### src/hw/exec_defines.svh
`ifndef EXEC_DEFINES_SVH
`define EXEC_DEFINES_SVH

// datapath and address width
`define EXEC_XLEN 32

// link address and not-taken fallthrough, past the delay slot
`define EXEC_LINK_OFFSET 8

`define EXEC_TRUE 1'b1
`define EXEC_FALSE 1'b0

`endif

### src/hw/exec_ops_pkg.sv
package exec_ops_pkg;

    typedef enum logic [3:0] {
        alu_add  = 4'd0,
        alu_sub  = 4'd1,
        alu_and  = 4'd2,
        alu_or   = 4'd3,
        alu_xor  = 4'd4,
        alu_nor  = 4'd5,
        alu_slt  = 4'd6,
        alu_sltu = 4'd7
    } alu_op_e;

    // lez through gez test num1 alone against zero
    typedef enum logic [2:0] {
        cmp_eq  = 3'd0,
        cmp_ne  = 3'd1,
        cmp_lez = 3'd2,
        cmp_gtz = 3'd3,
        cmp_ltz = 3'd4,
        cmp_gez = 3'd5
    } cmp_op_e;

    typedef enum logic [2:0] {
        cls_branch = 3'd0,
        cls_arith  = 3'd1,
        cls_memory = 3'd2,
        cls_shift  = 3'd3,
        cls_none   = 3'd4
    } exe_class_e;

    typedef enum logic [1:0] {
        br_b  = 2'd0,
        br_j  = 2'd1,
        br_jr = 2'd2
    } branch_kind_e;

    // _u variants zero-extend on load
    typedef enum logic [2:0] {
        mem_byte   = 3'd0,
        mem_byte_u = 3'd1,
        mem_half   = 3'd2,
        mem_half_u = 3'd3,
        mem_word   = 3'd4
    } mem_size_e;

endpackage

### src/hw/exec_bus_pkg.sv
`include "exec_defines.svh"

package exec_bus_pkg;

    // decoded instruction with operands, as issued to execute
    typedef struct packed {
        logic [`EXEC_XLEN-1:0]      pc;
        logic [`EXEC_XLEN-1:0]      num1;
        logic [`EXEC_XLEN-1:0]      num2;
        logic [`EXEC_XLEN-1:0]      memory_addr_offset;
        // branch target for b and j, predicted target for jr
        logic [`EXEC_XLEN-1:0]      predict_pc_addr;
        exec_ops_pkg::alu_op_e      alu_op;
        exec_ops_pkg::cmp_op_e      llu_op;
        exec_ops_pkg::exe_class_e   exe_type;
        exec_ops_pkg::branch_kind_e brunch_type;
        logic                       shift_left;
        exec_ops_pkg::mem_size_e    mem_type;
        logic                       mem_read_ena;
        logic                       mem_write_ena;
        logic                       write_reg_need;
        logic [4:0]                 write_reg_addr;
        logic                       predict_brunch_taken;
    } fu_require_t;

    // fetch redirect
    typedef struct packed {
        logic                  enable;
        logic [`EXEC_XLEN-1:0] pc_new;
    } pc_check_t;

    typedef struct packed {
        logic [`EXEC_XLEN-1:0]   result;
        logic [`EXEC_XLEN-1:0]   addr;
        logic [`EXEC_XLEN-1:0]   write_data;
        exec_ops_pkg::mem_size_e mem_type;
        logic                    mem_read_ena;
        logic                    mem_write_ena;
        logic                    write_reg_need;
        logic [4:0]              write_reg_addr;
    } mem_require_t;

endpackage

### src/hw/alu.sv
`timescale 1ns/1ps
`include "exec_defines.svh"

module alu (
    input  logic [`EXEC_XLEN-1:0] a,
    input  logic [`EXEC_XLEN-1:0] b,
    input  exec_ops_pkg::alu_op_e alu_op,
    output logic [`EXEC_XLEN-1:0] c
);

    logic slt_signed;
    logic slt_unsigned;

    assign slt_signed   = $signed(a) < $signed(b);
    assign slt_unsigned = a < b;

    always_comb begin
        case (alu_op)
            exec_ops_pkg::alu_add: c = a + b;
            exec_ops_pkg::alu_sub: c = a - b;
            exec_ops_pkg::alu_and: c = a & b;
            exec_ops_pkg::alu_or:  c = a | b;
            exec_ops_pkg::alu_xor: c = a ^ b;
            exec_ops_pkg::alu_nor: c = ~(a | b);
            // compare flag lands in bit 0
            exec_ops_pkg::alu_slt: begin
                c = {{(`EXEC_XLEN-1){1'b0}}, slt_signed};
            end
            exec_ops_pkg::alu_sltu: begin
                c = {{(`EXEC_XLEN-1){1'b0}}, slt_unsigned};
            end
            default: c = '0;
        endcase
    end

endmodule

### src/hw/branch_compare.sv
`timescale 1ns/1ps
`include "exec_defines.svh"

module branch_compare (
    input  logic [`EXEC_XLEN-1:0] a,
    input  logic [`EXEC_XLEN-1:0] b,
    input  exec_ops_pkg::cmp_op_e llu_op,
    output logic                  c
);

    logic a_neg;
    logic a_zero;

    // sign and zero of a are enough for the compare-with-zero ops
    assign a_neg  = a[`EXEC_XLEN-1];
    assign a_zero = (a == '0);

    always_comb begin
        case (llu_op)
            exec_ops_pkg::cmp_eq:  c = (a == b);
            exec_ops_pkg::cmp_ne:  c = (a != b);
            exec_ops_pkg::cmp_lez: c = a_neg | a_zero;
            exec_ops_pkg::cmp_gtz: c = ~a_neg & ~a_zero;
            exec_ops_pkg::cmp_ltz: c = a_neg;
            exec_ops_pkg::cmp_gez: c = ~a_neg;
            default:               c = `EXEC_FALSE;
        endcase
    end

endmodule

### src/hw/fu.sv
`timescale 1ns/1ps
`include "exec_defines.svh"

module fu (
    input  exec_bus_pkg::fu_require_t  fu_require,
    output exec_bus_pkg::pc_check_t    pc_execute,
    output exec_bus_pkg::mem_require_t mem_require
);

    logic [`EXEC_XLEN-1:0] alu_result;
    logic [`EXEC_XLEN-1:0] shift_result;
    logic [`EXEC_XLEN-1:0] link_addr;
    logic [4:0]            shamt;
    logic                  cond_true;
    logic                  predicted_taken;

    alu i_alu (
        .a      (fu_require.num1),
        .b      (fu_require.num2),
        .alu_op (fu_require.alu_op),
        .c      (alu_result)
    );

    branch_compare i_branch_compare (
        .a      (fu_require.num1),
        .b      (fu_require.num2),
        .llu_op (fu_require.llu_op),
        .c      (cond_true)
    );

    assign link_addr = fu_require.pc + `EXEC_XLEN'(`EXEC_LINK_OFFSET);

    assign shamt = fu_require.num2[4:0];
    assign shift_result = (fu_require.shift_left == `EXEC_TRUE) ?
                          (fu_require.num1 << shamt) :
                          (fu_require.num1 >> shamt);

    assign predicted_taken = (fu_require.predict_brunch_taken == `EXEC_TRUE);

    always_comb begin
        case (fu_require.exe_type)
            exec_ops_pkg::cls_branch: mem_require.result = link_addr;
            exec_ops_pkg::cls_arith:  mem_require.result = alu_result;
            exec_ops_pkg::cls_memory: mem_require.result = alu_result;
            exec_ops_pkg::cls_shift:  mem_require.result = shift_result;
            default:                  mem_require.result = '0;
        endcase
        mem_require.addr           = fu_require.num1 + fu_require.memory_addr_offset;
        mem_require.write_data     = fu_require.num2;
        mem_require.mem_type       = fu_require.mem_type;
        mem_require.mem_read_ena   = fu_require.mem_read_ena;
        mem_require.mem_write_ena  = fu_require.mem_write_ena;
        mem_require.write_reg_need = fu_require.write_reg_need;
        mem_require.write_reg_addr = fu_require.write_reg_addr;
    end

    // prediction check against the resolved outcome
    always_comb begin
        pc_execute.enable = `EXEC_FALSE;
        pc_execute.pc_new = '0;
        if (fu_require.exe_type == exec_ops_pkg::cls_branch) begin
            case (fu_require.brunch_type)
                exec_ops_pkg::br_b: begin
                    if (cond_true && !predicted_taken) begin
                        pc_execute.enable = `EXEC_TRUE;
                        pc_execute.pc_new = fu_require.predict_pc_addr;
                    end else if (!cond_true && predicted_taken) begin
                        // fall through past the delay slot
                        pc_execute.enable = `EXEC_TRUE;
                        pc_execute.pc_new = link_addr;
                    end
                end
                exec_ops_pkg::br_j: begin
                    if (!predicted_taken) begin
                        pc_execute.enable = `EXEC_TRUE;
                        pc_execute.pc_new = fu_require.predict_pc_addr;
                    end
                end
                exec_ops_pkg::br_jr: begin
                    // wrong target counts as a miss too
                    if (!predicted_taken || fu_require.predict_pc_addr != fu_require.num1) begin
                        pc_execute.enable = `EXEC_TRUE;
                        pc_execute.pc_new = fu_require.num1;
                    end
                end
                default: begin
                    pc_execute.enable = `EXEC_FALSE;
                end
            endcase
        end
    end

endmodule

### src/hw/exec_stage.sv
`timescale 1ns/1ps

module exec_stage (
    input  logic                       clk,
    input  logic                       reset,
    input  logic                       issue_valid,
    input  exec_bus_pkg::fu_require_t  issue,
    output logic                       mem_valid,
    output exec_bus_pkg::mem_require_t mem_require,
    output exec_bus_pkg::pc_check_t    redirect
);

    exec_bus_pkg::fu_require_t  ex_req;
    logic                       ex_valid;
    exec_bus_pkg::mem_require_t fu_mem;
    exec_bus_pkg::pc_check_t    fu_pc;
    logic                       ex_redirect;

    fu i_fu (
        .fu_require  (ex_req),
        .pc_execute  (fu_pc),
        .mem_require (fu_mem)
    );

    // a live mispredict in execute kills the wrong-path issue behind it
    assign ex_redirect = ex_valid & fu_pc.enable;

    always_ff @(posedge clk) begin
        if (reset) begin
            ex_valid        <= 1'b0;
            mem_valid       <= 1'b0;
            redirect.enable <= 1'b0;
        end else begin
            ex_valid        <= issue_valid & ~ex_redirect;
            mem_valid       <= ex_valid;
            redirect.enable <= ex_redirect;
        end
    end

    always_ff @(posedge clk) begin
        ex_req          <= issue;
        mem_require     <= fu_mem;
        redirect.pc_new <= fu_pc.pc_new;
    end

    a_squash_behind_redirect: assert property (
        @(posedge clk) disable iff (reset)
        redirect.enable |-> !ex_valid
    ) else $error("exec_stage: wrong-path issue entered execute behind a redirect");

    a_quiet_after_reset: assert property (
        @(posedge clk)
        $past(reset) |-> (!mem_valid && !redirect.enable)
    ) else $error("exec_stage: outputs active right after reset");

endmodule

### config.mk
export PLATFORM = sky130hd
export DESIGN_NAME = exec_stage
export DESIGN_NICKNAME = d
export VERILOG_FILES = /design/src/hw/exec_ops_pkg.sv /design/src/hw/exec_bus_pkg.sv /design/src/hw/alu.sv /design/src/hw/branch_compare.sv /design/src/hw/fu.sv /design/src/hw/exec_stage.sv
export VERILOG_INCLUDE_DIRS = /design/src /design/src/hw
export SDC_FILE = /design/constraint.sdc
export NUM_CORES = 1
export LEC_CHECK = 0
export ABC_AREA = 1
export BUFFER_PORTS_ARGS = -buffer_cell sky130_fd_sc_hd__buf_2
export CAP_MARGIN = 20
export CORE_MARGIN = 1.5
export CORE_UTILIZATION = 35
export DETAILED_ROUTE_END_ITERATION = 8
export HOLD_SLACK_MARGIN = 0.06
export SYNTH_ARGS = -nofsm -noshare
export SYNTH_HDL_FRONTEND = slang
export SYNTH_SLANG_ARGS = --single-unit
### constraint.sdc
create_clock -name clk -period 3.39 [get_ports clk]
set_input_delay 0.1695 -clock clk [delete_from_list [all_inputs] [get_ports clk]]
set_output_delay 0.1695 -clock clk [all_outputs]
set_load 0.02 [all_outputs]
# Word level (Yosys, flattened, before mapping)

Cells that the tools add are included.

Output and inout bits: 141
Word-level logic and storage cells: 89
Input port bits: 188
Flip-flop bits (word level): 327

Add/subtract/negate cells: 4
Reduce and logical (&&, ||, !) cells: 11
Mux-type cells: 11
Magnitude comparators: 2
Bitwise gates (word level): 11
Equal/unequal tests: 20
Shift operators: 2

Operators with widths:

| operator                                            | number |
|---|---|
| one-hot mux 32 bit (8 select lines)                 | 1 |
| one-hot mux 32 bit (3 select lines)                 | 2 |
| 2-to-1 mux 33 bit                                   | 5 |
| adder 32 bit                                        | 2 |
| < comparator 32 bit                                 | 2 |
| inequality test 32 bit                              | 2 |
| adder 32 x 4 -> 32 bit, second input constant       | 1 |
| bitwise AND 32 bit                                  | 1 |
| equality test 32 bit                                | 1 |
| logical NOT 32 bit                                  | 1 |
| 2-to-1 mux 32 bit                                   | 1 |
| inverter 32 bit                                     | 1 |
| OR 32 bit                                           | 1 |
| left shift 32 x 5 -> 32 bit                         | 1 |
| >> shifter 32 x 5 -> 32 bit                         | 1 |
| subtractor 32 bit                                   | 1 |
| bitwise XOR 32 bit                                  | 1 |
| equality test 4 x 3 -> 1 bit, second input constant | 4 |
| equality test 3 x 2 -> 1 bit, second input constant | 4 |
| equality test 4 x 2 -> 1 bit, second input constant | 2 |
| equality test 3 x 1 -> 1 bit, second input constant | 2 |
| equality test 3 bit, second input constant          | 2 |
| logical NOT 3 bit                                   | 2 |
| one-hot mux 1 bit (6 select lines)                  | 1 |
| other kinds (13)                                    | 19 |

# Longest topological paths before layout

Depth in word-level cells: 13
Depth in mapped cells: 25
Gate-level depth less buffers: 21

# Cells and area by module

From an unflattened synthesis, not the netlist that was laid out.

Cell total of the unflattened synthesis: 3,554
Area total of the unflattened synthesis: 22,233.8 um^2

Modules (own cells, without submodules):

| module         | cells an instance | area each (um^2) | times used | sequential area each (um^2) |
|---|---|---|---|---|
| fu             | 1,764             | 8,453.1          | 1          | 0.0 |
| exec_stage     | 335               | 6,576.3          | 1          | 6,546.3 |
| alu            | 1,327             | 6,558.8          | 1          | 0.0 |
| branch_compare | 128               | 645.6            | 1          | 0.0 |

# Least setup slack after synthesis

No wires, ideal clock.

Path kind: reg2reg
From: register ex_req[91] (netlist name)
To: register redirect[31] (netlist name)
Setup time: 57 ps
Clock period less this slack: 3,458 ps
Buffers on the path: 4
Arrival time: 3,402 ps
Cell stages (with the launch flop): 24
Required time: 3,333 ps
Setup slack: -68 ps
Cell sequence: dfxtp_1 > buf_2 > clkinv_1 > buf_2 > buf_2 > ha_1 > buf_2 > inv_1 > nand2_1 > nor3_1 > nand2_1 > nor3_2 > nor3_1 > nor2_1 > nand4_1 > ha_1 > inv_2 > nand2_2 > nor2_2 > inv_1 > or2_0 > nand3_1 > nand2_1 > inv_1

Cells in the longest elaborated chain, start to end: 7
Elaborated cells between the ends (all ways): 9

RTL lines:

| what                                                           | RTL line                                   | source |
|---|---|---|
| inequality test 32 bit or equality test 32 bit (tied branches) | branch_compare.sv:21, branch_compare.sv:20 |  |
| one-hot mux 1 bit (6 select lines) (*)                         | branch_compare.sv:19                       | `case (llu_op)` |
| logical NOT 1 bit                                              | fu.sv:67                                   | `end else if (!cond_true && predicted_taken) begin` |
| logical AND 1 bit                                              | fu.sv:67                                   |  |
| 2-to-1 mux 33 bit                                              | fu.sv:67                                   |  |
| 2-to-1 mux 33 bit (*)                                          | fu.sv:64                                   | `if (cond_true && !predicted_taken) begin` |
| one-hot mux 32 bit (3 select lines) (*)                        | fu.sv:62                                   | `case (fu_require.brunch_type)` |
| to (decl)                                                      | exec_stage.sv:10                           | `output exec_bus_pkg::pc_check_t redirect` |

Mark *: on every way between the ends. The rest lies on a longest branch, timed or not.
A chain may end at the register's enable or synchronous reset.

# Final worst setup path

From: register ex_req[115] (netlist name)
To: register redirect[8] (netlist name)

Cells in the longest elaborated chain, start to end: 7
Elaborated cells between the ends (all ways): 9

RTL lines:

| what                                                           | RTL line |
|---|---|
| inequality test 32 bit or equality test 32 bit (tied branches) | branch_compare.sv:21, branch_compare.sv:20 |
| one-hot mux 1 bit (6 select lines) (*)                         | branch_compare.sv:19 |
| logical NOT 1 bit                                              | fu.sv:67 |
| logical AND 1 bit                                              | fu.sv:67 |
| 2-to-1 mux 33 bit                                              | fu.sv:67 |
| 2-to-1 mux 33 bit (*)                                          | fu.sv:64 |
| one-hot mux 32 bit (3 select lines) (*)                        | fu.sv:62 |

Marks and branches as above.

==> flow_summary_export.csv <==
group,metric,value,unit
outcome,outcome,"finished, final reports clean",
drt,via_count,25184,
sta,setup_viol,0,
power_and_ir_drop,p_leak,14.29,nW
worst_setup_path,worstSetupPathType,"reg -> reg",
synthesis,syn_inst,3304,
floorplan,die-area,62380,µm²
drt,ant_nets,0,
global_route,grt.total_usage,0.3325,
drt,first_pass_iters,9,
synthesis,synth_area_leaders,"dfxtp_1, nand2_1, nand3_1",
worst_setup_path,cp-start-kind,"flop",
floorplan,chipWidth,249.8,µm
sta,fin_crit_sh,0.9509,
sta,hold_viol_final,0,
worst_setup_path,worstPathArrival,3.68,ns
cts,clk_latency,0.59,ns
floorplan,coreArea,60250,µm²
synthesis,synth_cell_type_count,58,
global_route,grt_pass1_vias,23826,
cts,numCtsBuffers,40,
drt,routed_wl,107600,µm
worst_setup_path,crit_required,3.84,ns
floorplan,rows,90,
global_route,grt_pass1_wl,153900,µm
job,max_cap_violations,0,
final_layout,drive_above_1_share,0.1574,
worst_setup_path,end_kind,"flop",
synthesis,synth_top_area_share,0.3072,
sta,period_needed,3.223,ns
drt,wl_per_cell,22.87,µm
power_and_ir_drop,p_per_area,439.9,nW/µm²
sta,skew,0.02417,ns
synthesis,ys_seq_area_frac,0.3072,
synthesis,synth-async-reset-ratio,0,
sta,max_slew_margin,0.4393,
floorplan,die_h,249.8,µm
drt,drcViolationCount,0,
drt,avgViaCountPerCell,5.356,
power_and_ir_drop,irDropWorstVdd,0.3878,mV
synthesis,synth_edf_count,0,
floorplan,ioPinCount,329,
synthesis,post_synth.cell_area_avg,6.450,µm²
sta,fmax,310.2,MHz
final_layout,nNetsFinal,4218,
synthesis,yosysWarnings,0,
cts,clk_pin_slew_worst_paths,0.06,ns
placement,place_hpwl,84280,µm
sta,tightest_slew,0.8410,ns
final_layout,layout_commonest_cell,"nand2_1",
synthesis,yosysTopAreaCell,"dfxtp_1",
worst_hold_path,hold_class,"in -> reg",
placement,dpl-instance-area,24450,µm²
floorplan,start_util,0.3537,
cts,clock-sinks,327,
global_route,antenna_found_initial,5,
cts,cts_buffer_depth,3,
final_layout,antenna_cells,0,
global_route,grt-ovfl-total,0,
synthesis,synthFlopType,"dfxtp_1",
final_layout,fin_area,27870,µm²
placement,numPortBuffers,328,
final_layout,syn_to_final_growth,30.76,%
placement,routabilityCongestion,1.028,
final_layout,final_util,0.4626,
final_layout,layout_common_cells,"nand2_1, nand3_1, inv_1",
worst_setup_path,r2r_slack,0.17,ns
synthesis,netlist_area,21310,µm²
worst_setup_path,cp_max_fo,5,
drt,drt_iter0_drc,3079,
cts,cts_tree,"done",
sta,finalMaxSlewViolations,0,
global_route,grt_max_degree,86,
synthesis,synth-seq-cells,327,
synthesis,syn_nets,3632,
cts,root_buffer,"clkbuf_16",
cts,cts-htree-levels,2,
==> layout make-up <==
cell class	count	area (µm²)
Fill cell	6231	32380
Multi-Input combinational cell	2399	12510
Sequential cell	327	6551
Timing Repair Buffer	665	4652
Inverter	455	1715
Clock buffer	47	1069
Tap cell	782	978.4
Clock inverter	25	379.1
Timing Repair inverter	2	12.51
==> stage by stage <==
step	worst slack [ns]	total power, mW	instances	TNS [ns]	hold WS, ns
after global placement	0.1274	7.278	4438	0	0.2724
after floorplan	0.01550	6.052	3304	0	0.1972
after global routing	-0.008362	12.69	4702	-0.01517	0.2164
after detailed placement	0.08981	7.265	4438	0	0.2731
after CTS	0.08110	12.21	4697	0	0.1982
final	0.1666	12.26	4702	0	0.2232
==> metal layers <==
metal | share of wire | vias up | global-route usage
met4 | 0.063 | 2 | 0.1840
li1 | - | 11899 | -
met5 | 0.000084 | - | 0
met2 | 0.43 | 1452 | 0.5079
met3 | 0.10 | 281 | 0.06143
met1 | 0.41 | 11550 | 0.4408
==> cells in the mapped netlist, types with 6 or more instances <==
cell type,number
o221ai_1,7
xnor2_1,16
o211ai_1,41
a21o_1,8
or2_1,6
o22ai_1,34
nor2_2,8
inv_1,440
buf_2,46
o21ai_0,105
or2_2,8
inv_2,11
o21ai_1,10
dfxtp_1,327
clkbuf_1,44
nand3_1,456
nor2_1,206
buf_1,16
buf_6,9
a31oi_1,6
o21a_1,20
a21oi_1,159
nor4_1,9
a221oi_1,16
ha_1,137
nand4_1,44
nand2_1,962
xor2_1,38
nor3_1,31
o21bai_1,10
==> flip-flops by register name, summed over array words and instances, names as in the netlist <==
name	cells
ex_valid	1
mem_valid	1
redirect	33
ex_req	185
mem_require	107
==> where the power goes <==
| group | internal (mW) | switching (mW) | total (mW) |
|---|---|---|---|
| clock network | 2.89 | 1.88 | 4.77 |
| registers | 4.11 | 0.165 | 4.28 |
| logic | 1.08 | 2.13 | 3.21 |
| total | 8.08 | 4.18 | 12.3 |
==> critical path: stages (launching register included) <==
cell	delay [ns]
dfxtp_1	0.35
inv_1	0.07
ha_1	0.32
nor2_1	0.18
nand2_1	0.14
nor2_1	0.21
nand2_2	0.12
nor3_4	0.17
nand3_1	0.09
inv_1	0.06
nor2_1	0.04
nand4_1	0.14
ha_1	0.20
inv_2	0.08
nand2_2	0.17
clkinvlp_4	0.21
buf_4	0.18
nand3_1	0.07
a21oi_1	0.06
a21oi_1	0.14
a21oi_1	0.08
==> path summary, 6_finish.rpt <==
path	to	cells after the start	startpoint
setup reg to reg	redirect[8]	20	ex_req[115]
hold / removal	ex_req[50]	2	issue[50]
setup / recovery	redirect[8]	20	ex_req[115]
hold reg to reg	mem_require[4]	0	ex_req[5]
==> what timing repair did <==
action                                  4_1_cts  5_1_grt
endpoints found under the setup margin        0       32
buffers inserted                              0        3
hold buffers                                187        0
endpoints found under the hold margin       188        0
gates resized for setup                       0       15
==> cell families after synthesis <==
logic type | after synthesis | share of synthesized area
flip-flops | 327 | 0.3072
XOR/XNOR | 54 | 0.02219
AND/OR/NAND/NOR | 1762 | 0.3544
buffers and inverters | 578 | 0.1090
multiplexers | 1 | 0.0004697
adder cells (fa/ha/maj) | 140 | 0.08325
AO/OA/AOI/OAI | 442 | 0.1235
(Power assumes the default switching activity.)
